<file path="config.mk">
export PLATFORM = sky130hd
export DESIGN_NAME = trap_unit
export DESIGN_NICKNAME = d
export VERILOG_FILES = /design/src/hdl/trap_pkg.sv /design/src/hdl/trap_unit.sv /design/src/hdl/csr_file.sv /design/src/hdl/csr_write_gen.sv /design/src/hdl/trap_fsm.sv /design/src/hdl/csr_step_timer.sv
export SDC_FILE = /design/constraint.sdc
export NUM_CORES = 1
export LEC_CHECK = 0
export BUFFER_PORTS_ARGS = -buffer_cell sky130_fd_sc_hd__buf_2
export CAP_MARGIN = 10
export CORE_MARGIN = 2
export CORE_UTILIZATION = 40
export CTS_CLUSTER_SIZE = 28
export DETAILED_ROUTE_END_ITERATION = 16
export PLACE_DENSITY = 0.63
export REMOVE_ABC_BUFFERS = 1
export SYNTH_ARGS = -nofsm -noshare
export SYNTH_HDL_FRONTEND = slang
export SYNTH_SLANG_ARGS = --single-unit
</file>
<file path="constraint.sdc">
create_clock -name clk -period 6.35 [get_ports clk]
set_clock_uncertainty 0.05 [all_clocks]
set_input_delay 0.9525 -clock clk [delete_from_list [all_inputs] [get_ports clk]]
set_output_delay 0.9525 -clock clk [all_outputs]
set_load 0.03 [all_outputs]
</file>
<file path="src/hdl/trap_pkg.sv">
// shared types and constants for the machine-mode trap sequencer
// csr addresses, cause codes, mstatus bit positions and fsm encodings
`default_nettype none

package trap_pkg;

  localparam int XLEN = 64;
  localparam int CSR_ADDR_W = 12;

  typedef logic [XLEN-1:0] xlen_t;
  typedef logic [CSR_ADDR_W-1:0] csr_addr_t;

  // machine csr addresses
  localparam csr_addr_t CSR_MSTATUS = 12'h300;
  localparam csr_addr_t CSR_MTVEC = 12'h305;
  localparam csr_addr_t CSR_MEPC = 12'h341;
  localparam csr_addr_t CSR_MCAUSE = 12'h342;

  // synchronous exception codes written to mcause
  localparam xlen_t CAUSE_ECALL_M = 64'd11;
  localparam xlen_t CAUSE_BREAKPOINT = 64'd3;

  // trap fields of mstatus
  localparam int MSTATUS_MIE = 3;
  localparam int MSTATUS_MPIE = 7;
  localparam int MSTATUS_MPP_LO = 11;
  localparam logic [1:0] PRIV_M = 2'b11;

  // one csr write is issue, release, done
  localparam logic [1:0] STEP_LAST = 2'd2;

  typedef enum logic [1:0] {
    KIND_ECALL,
    KIND_EBREAK,
    KIND_MRET
  } trap_kind_t;

  typedef enum logic [2:0] {
    ST_IDLE,
    ST_MEPC,
    ST_MCAUSE,
    ST_MSTATUS,
    ST_RESTORE,
    ST_REPORT
  } seq_state_t;

endpackage

`default_nettype wire
</file>
<file path="src/hdl/trap_unit.sv">
// machine-mode trap unit top
// sequencer fsm, step timer, csr write decode and csr file
`default_nettype none

module trap_unit import trap_pkg::*; (
  input  wire logic       clk,
  input  wire logic       rst,
  input  wire logic       i_ena,
  input  wire trap_kind_t i_kind,
  input  wire xlen_t      i_pc,
  input  wire logic       i_ack,
  output logic            o_req,
  output xlen_t           o_target_pc,
  output logic            o_busy,
  input  wire logic       i_sw_wen,
  input  wire csr_addr_t  i_sw_addr,
  input  wire xlen_t      i_sw_wdata,
  input  wire csr_addr_t  i_sw_raddr,
  output xlen_t           o_sw_rdata
);

  seq_state_t state;
  trap_kind_t kind;
  xlen_t      pc;
  logic [1:0] step;
  logic       step_done;
  logic       step_run;
  logic       seq_wen;
  csr_addr_t  seq_addr;
  xlen_t      seq_wdata;
  xlen_t      mstatus;
  xlen_t      mtvec;
  xlen_t      mepc;

  // timer paces only the csr write states
  assign step_run = (state != ST_IDLE) && (state != ST_REPORT);

  trap_fsm trap_fsm_i (
    .clk         (clk),
    .rst         (rst),
    .i_ena       (i_ena),
    .i_kind      (i_kind),
    .i_pc        (i_pc),
    .i_step_done (step_done),
    .i_ack       (i_ack),
    .i_mtvec     (mtvec),
    .i_mepc      (mepc),
    .o_state     (state),
    .o_kind      (kind),
    .o_pc        (pc),
    .o_req       (o_req),
    .o_target_pc (o_target_pc),
    .o_busy      (o_busy)
  );

  csr_step_timer csr_step_timer_i (
    .clk         (clk),
    .rst         (rst),
    .i_run       (step_run),
    .o_step      (step),
    .o_step_done (step_done)
  );

  csr_write_gen csr_write_gen_i (
    .i_state   (state),
    .i_step    (step),
    .i_kind    (kind),
    .i_pc      (pc),
    .i_mstatus (mstatus),
    .o_wen     (seq_wen),
    .o_waddr   (seq_addr),
    .o_wdata   (seq_wdata)
  );

  csr_file csr_file_i (
    .clk         (clk),
    .rst         (rst),
    .i_seq_wen   (seq_wen),
    .i_seq_addr  (seq_addr),
    .i_seq_wdata (seq_wdata),
    .i_sw_wen    (i_sw_wen),
    .i_sw_addr   (i_sw_addr),
    .i_sw_wdata  (i_sw_wdata),
    .i_sw_raddr  (i_sw_raddr),
    .o_sw_rdata  (o_sw_rdata),
    .o_mstatus   (mstatus),
    .o_mtvec     (mtvec),
    .o_mepc      (mepc)
  );

endmodule

`default_nettype wire

</file>
<file path="src/hdl/csr_file.sv">
// machine csr registers mstatus, mtvec, mepc and mcause
// sequencer write port, software write port and software read port
`default_nettype none

module csr_file import trap_pkg::*; (
  input  wire logic      clk,
  input  wire logic      rst,
  input  wire logic      i_seq_wen,
  input  wire csr_addr_t i_seq_addr,
  input  wire xlen_t     i_seq_wdata,
  input  wire logic      i_sw_wen,
  input  wire csr_addr_t i_sw_addr,
  input  wire xlen_t     i_sw_wdata,
  input  wire csr_addr_t i_sw_raddr,
  output xlen_t          o_sw_rdata,
  output xlen_t          o_mstatus,
  output xlen_t          o_mtvec,
  output xlen_t          o_mepc
);

  xlen_t mstatus;
  xlen_t mtvec;
  xlen_t mepc;
  xlen_t mcause;
  xlen_t mstatus_rst;

  always_comb begin
    mstatus_rst = '0;
    mstatus_rst[MSTATUS_MPP_LO +: 2] = PRIV_M;
  end

  // sequencer wins when both ports hit the same register
  always_ff @(posedge clk) begin
    if (rst) begin
      mstatus <= mstatus_rst;
      mtvec <= '0;
      mepc <= '0;
      mcause <= '0;
    end else begin
      if (i_seq_wen && i_seq_addr == CSR_MSTATUS) begin
        mstatus <= i_seq_wdata;
      end else if (i_sw_wen && i_sw_addr == CSR_MSTATUS) begin
        mstatus <= i_sw_wdata;
      end

      // direct mode only, base is word aligned
      if (i_seq_wen && i_seq_addr == CSR_MTVEC) begin
        mtvec <= {i_seq_wdata[XLEN-1:2], 2'b00};
      end else if (i_sw_wen && i_sw_addr == CSR_MTVEC) begin
        mtvec <= {i_sw_wdata[XLEN-1:2], 2'b00};
      end

      // bit 0 of mepc is hardwired to zero
      if (i_seq_wen && i_seq_addr == CSR_MEPC) begin
        mepc <= {i_seq_wdata[XLEN-1:1], 1'b0};
      end else if (i_sw_wen && i_sw_addr == CSR_MEPC) begin
        mepc <= {i_sw_wdata[XLEN-1:1], 1'b0};
      end

      if (i_seq_wen && i_seq_addr == CSR_MCAUSE) begin
        mcause <= i_seq_wdata;
      end else if (i_sw_wen && i_sw_addr == CSR_MCAUSE) begin
        mcause <= i_sw_wdata;
      end
    end
  end

  always_comb begin
    case (i_sw_raddr)
      CSR_MSTATUS: o_sw_rdata = mstatus;
      CSR_MTVEC: o_sw_rdata = mtvec;
      CSR_MEPC: o_sw_rdata = mepc;
      CSR_MCAUSE: o_sw_rdata = mcause;
      default: o_sw_rdata = '0;
    endcase
  end

  assign o_mstatus = mstatus;
  assign o_mtvec = mtvec;
  assign o_mepc = mepc;

endmodule

`default_nettype wire

</file>
<file path="src/hdl/csr_write_gen.sv">
// sequencer csr write decode
// address, data and strobe per state, including the mstatus trap fields
`default_nettype none

module csr_write_gen import trap_pkg::*; (
  input  wire seq_state_t i_state,
  input  wire logic [1:0] i_step,
  input  wire trap_kind_t i_kind,
  input  wire xlen_t      i_pc,
  input  wire xlen_t      i_mstatus,
  output logic            o_wen,
  output csr_addr_t       o_waddr,
  output xlen_t           o_wdata
);

  xlen_t trap_mstatus;
  xlen_t mret_mstatus;
  logic  writing;

  // mstatus on trap entry: stack mie into mpie, disable, mpp to machine
  always_comb begin
    trap_mstatus = i_mstatus;
    trap_mstatus[MSTATUS_MPIE] = i_mstatus[MSTATUS_MIE];
    trap_mstatus[MSTATUS_MIE] = 1'b0;
    trap_mstatus[MSTATUS_MPP_LO +: 2] = PRIV_M;
  end

  // mstatus on mret: pop mpie back into mie
  always_comb begin
    mret_mstatus = i_mstatus;
    mret_mstatus[MSTATUS_MIE] = i_mstatus[MSTATUS_MPIE];
    mret_mstatus[MSTATUS_MPIE] = 1'b1;
  end

  always_comb begin
    writing = 1'b1;
    o_waddr = CSR_MEPC;
    o_wdata = i_pc;
    case (i_state)
      ST_MEPC: begin
        o_waddr = CSR_MEPC;
        o_wdata = i_pc;
      end
      ST_MCAUSE: begin
        o_waddr = CSR_MCAUSE;
        o_wdata = (i_kind == KIND_EBREAK) ? CAUSE_BREAKPOINT : CAUSE_ECALL_M;
      end
      ST_MSTATUS: begin
        o_waddr = CSR_MSTATUS;
        o_wdata = trap_mstatus;
      end
      ST_RESTORE: begin
        o_waddr = CSR_MSTATUS;
        o_wdata = mret_mstatus;
      end
      default: writing = 1'b0;
    endcase
  end

  // strobe only in the issue step, released in the two after it
  assign o_wen = writing && (i_step == 2'd0);

endmodule

`default_nettype wire

</file>
<file path="src/hdl/trap_fsm.sv">
// trap sequencer state machine
// orders the csr writes for a trap or an mret and runs the req/ack handshake
`default_nettype none

module trap_fsm import trap_pkg::*; (
  input  wire logic       clk,
  input  wire logic       rst,
  input  wire logic       i_ena,
  input  wire trap_kind_t i_kind,
  input  wire xlen_t      i_pc,
  input  wire logic       i_step_done,
  input  wire logic       i_ack,
  input  wire xlen_t      i_mtvec,
  input  wire xlen_t      i_mepc,
  output seq_state_t      o_state,
  output trap_kind_t      o_kind,
  output xlen_t           o_pc,
  output logic            o_req,
  output xlen_t           o_target_pc,
  output logic            o_busy
);

  seq_state_t state;
  seq_state_t state_d;
  logic       accept;
  logic       enter_report;
  logic       hs;

  assign hs = o_req && i_ack;
  assign accept = (state == ST_IDLE) && i_ena;
  assign enter_report = (state_d == ST_REPORT) && (state != ST_REPORT);

  always_comb begin
    state_d = state;
    case (state)
      ST_IDLE: begin
        if (i_ena) begin
          // mret skips the trap writes and only restores mstatus
          state_d = (i_kind == KIND_MRET) ? ST_RESTORE : ST_MEPC;
        end
      end
      ST_MEPC: if (i_step_done) state_d = ST_MCAUSE;
      ST_MCAUSE: if (i_step_done) state_d = ST_MSTATUS;
      ST_MSTATUS: if (i_step_done) state_d = ST_REPORT;
      ST_RESTORE: if (i_step_done) state_d = ST_REPORT;
      ST_REPORT: if (hs) state_d = ST_IDLE;
      default: state_d = ST_IDLE;
    endcase
  end

  always_ff @(posedge clk) begin
    if (rst) begin
      state <= ST_IDLE;
      o_req <= 1'b0;
    end else begin
      state <= state_d;
      if (enter_report) begin
        o_req <= 1'b1;
      end else if (hs) begin
        o_req <= 1'b0;
      end
    end
  end

  // operation payload, captured when the strobe is taken
  always_ff @(posedge clk) begin
    if (accept) begin
      o_kind <= i_kind;
      o_pc <= i_pc;
    end
  end

  // redirect target is sampled once on the way into report
  always_ff @(posedge clk) begin
    if (enter_report) begin
      o_target_pc <= (state == ST_RESTORE) ? i_mepc : i_mtvec;
    end
  end

  assign o_state = state;
  assign o_busy = (state != ST_IDLE);

endmodule

`default_nettype wire

</file>
<file path="src/hdl/csr_step_timer.sv">
// step counter that gives each sequencer csr write its three-cycle shape
`default_nettype none

module csr_step_timer import trap_pkg::*; (
  input  wire logic       clk,
  input  wire logic       rst,
  input  wire logic       i_run,
  output logic      [1:0] o_step,
  output logic            o_step_done
);

  logic [1:0] step;

  always_ff @(posedge clk) begin
    if (rst) begin
      step <= 2'd0;
    end else if (!i_run) begin
      step <= 2'd0;
    end else if (step == STEP_LAST) begin
      // wraps together with the state advance
      step <= 2'd0;
    end else begin
      step <= step + 2'd1;
    end
  end

  assign o_step = step;
  assign o_step_done = i_run && (step == STEP_LAST);

endmodule

`default_nettype wire

</file>
==> impl_metrics.yaml <==
run_status:
  status: "finished clean"
worst_setup_path:
  start_kind: "primary input"
  cp-endpoint: "o_sw_rdata[28]"
  crit_chain: "buf_2, nor3_2, buf_4, nand3_1, nor2_4, buf_4, a221o_1, buf_2"
  crit_start: "i_sw_raddr[7]"
  reg2reg_slack_ns: 2.96
  worstSetupEndpointType: "primary output"
  r2r-end: "trap_fsm_i.o_target_pc[60]"
  required_ns: 5.35
  critPathBufInv: 4
  r2r-start: "trap_fsm_i.o_state[2]"
  crit_slowest_cell: "buf_4"
  reg2reg_depth: 3
  worst_ep_arrival_time_ns: 3.45
  critical_path.max_fanout: 62
  path_delay_family: "buffers and inverters"
  path_class: "in -> out"
  crit_cells: 8
  slowest_delay_ns: 0.80
floorplan:
  start_util_pct: 40.68
  die_y_um: 208.0
  die_w_um: 208.0
  coreArea_um2: 40920
  ioPinCount: 289
  fp.dieArea_um2: 43270
  core.rowCount: 74
grt:
  grt_max_degree: 91
  grt_overflow_total: 0
  grt_pass1_vias: 14920
  grt_first_pass_wirelength_um: 87300
  grt_usage_pct: 25.45
  grt_antenna_before_repair: 9
placement:
  post_dp_cell_area_um2: 18200
  place_worst_setup_slack_ns: 1.970
  io_buffers: 286
  hpwl_um: 29240
  gp_routability_congestion: 0.7680
finish:
  drive_gt1_share_pct: 23.15
  nets: 2123
  area_growth_pct: 18.53
  stdcell_area_um2: 19730
  fin_util_pct: 48.22
timing:
  finalHoldViolCount: 0
  drv_slew: 0
  period_minus_slack_ns: 4.453
  timing.final.crit_share_pct: 70.13
  grt_setup_unrepaired: "false"
  setup_ws_ns: 1.897
  worst_slew_pin_slew_ns: 1.254
  fmax_mhz: 224.6
  setup_viol: 0
  finalSetupTns_ns: 0
  whs_ns: 0.3924
  relSlewSlack_pct: 16.41
clock_tree:
  postCtsSetupBuffers: 0
  postCtsResizedCells: 0
  clock_latency_ns: 0.55
  holdBufCountCts: 0
  path_clk_slew_ns: 0.06
  clockRootBuffer: "clkbuf_16"
  clk_path_buf_depth: 3
  cts_buffers: 44
  cts_sinks: 387
  cts.htree.levels: 2
  cts_tree: "built"
detailed_routing:
  drt_pass1_iterations: 7
  wire_per_inst_um: 22.55
  vias: 15260
  drt_wl_total_um: 57100
  drt_iter0_markers: 1304
  viasPerCell: 6.026
  drc: 0
  drtAntennaViolNets: 0
logic_synthesis:
  ys.flop_type: "dfxtp_1"
  synth_top_area_share_pct: 31.15
  ys_types: 55
  ys_seq_area_share_pct: 54.24
  yosysMostFrequentCell: "dfxtp_1"
  yosysWarnings: 0
  syn_area_per_cell_um2: 9.311
  async_flop_share_pct: 0
  yosys-top-cells-area: "dfxtp_1 31%, edfxtp_1 23%, a21oi_1 7.5%"
  synth_common_cells: "259 x dfxtp_1, 254 x nand2_1, 251 x a21oi_1, 251 x nand3_1, 175 x o21ai_0"
  netlist_instances: 1788
  synth-edff-count: 128
  synth_area_um2: 16650
  ys_seq_elements: 387
  synth_top_cell_by_area: "dfxtp_1"
worst_hold_path:
  hold_path_class: "reg -> reg"
  min_from: "csr_step_timer_i.o_step[0]"
power:
  p_leak_nw: 6.595
  p_per_area_nw_per_um2: 288.1
  peakVddDrop_uv: 231.3
flow_run:
  cap_violations: 0
==> report_power, final <==
part / switching (mW) / total [mW] / internal (mW)
Sequential: 0.0485 / 2.69 / 2.64
Clock: 1.03 / 2.63 / 1.60
Combinational: 0.261 / 0.366 / 0.105
Total: 1.34 / 5.69 / 4.35
==> logic make-up (layout without fill, tap and decap cells) <==
group / Yosys count / in the layout / synth area share (%)
AOI/OAI and AO/OA: 582 / 582 / 20.23
xor gates and xnor gates: 1 / 1 / 0.05262
adders and majority gates: 2 / 2 / 0.1503
buffers and inverters: 186 / 394 / 5.051
DFF: 387 / 387 / 54.24
muxes: 70 / 70 / 4.690
other: 1 / 5 / 0.02253
and+or+nand+nor: 559 / 559 / 15.57
==> stage by stage <==
stage / total power [mW] / std cells
final: 5.685 / 2532
after CTS: 5.727 / 2527
after global routing: 5.861 / 2531
after global placement: 3.093 / 2447
after detailed placement: 3.104 / 2447
after floorplan: 2.902 / 1611
==> worst min path at each step <==
stage          cells after the start                          to  slack, ns
2_1_floorplan                      1  csr_step_timer_i.o_step[0]       0.35
3_3_place_gp                       1  csr_step_timer_i.o_step[0]       0.36
3_5_place_dp                       1  csr_step_timer_i.o_step[0]       0.38
4_1_cts                            1  csr_step_timer_i.o_step[0]       0.39
5_1_grt                            1  csr_step_timer_i.o_step[0]       0.40
6_report                           1  csr_step_timer_i.o_step[0]       0.39
==> cell type report <==
type                            instances  area [um2]
Antenna cell                            4       10.01
Clock buffer                           66        1358
Fill cell                            3887       21190
Clock inverter                         14       145.1
Sequential cell                       387        9029
Timing Repair Buffer                  305        1589
Inverter                                9       35.03
Multi-Input combinational cell       1215        6902
Tap cell                              532       665.6
==> layer usage <==
| layer | track usage, % | routed length [um] |
|---|---|---|
| met2 | 41.46 | 26390 |
| met1 | 33.74 | 24150 |
| met5 | 0 | 57 |
| met4 | 8.877 | 1569 |
| met3 | 5.026 | 4930 |
==> state kept, by name, summed over array words and instances (netlist names) <==
register	cells
csr_file_i.mcause	64
csr_step_timer_i.o_step	2
trap_fsm_i.o_state	3
csr_file_i.o_mepc	63
csr_file_i.o_mtvec	62
trap_fsm_i.o_pc	63
trap_fsm_i.o_req	1
trap_fsm_i.o_target_pc	63
csr_file_i.o_mstatus	64
trap_fsm_i.o_kind	2
==> cells in the final DEF, fill, tap and decap left out, types with 3 or more instances in the layout <==
cell,instances
a31oi_1,63
a211oi_1,4
nand2_1,253
nand4_1,6
mux2_2,64
clkbuf_8,11
clkbuf_16,47
buf_4,19
nor2_1,6
a32oi_1,4
nor2_4,4
clkinv_1,3
a221o_1,62
a21oi_1,251
edfxtp_1,128
mux2i_1,6
o21ai_0,175
diode_2,4
dfxtp_1,259
nor2b_1,6
and4_4,3
o21ai_1,9
clkinv_2,8
buf_2,285
bufinv_16,3
nand2b_1,3
clkbuf_1,8
nand3_1,249
inv_1,7
No activity file was read; power rests on OpenSTA's default activity.
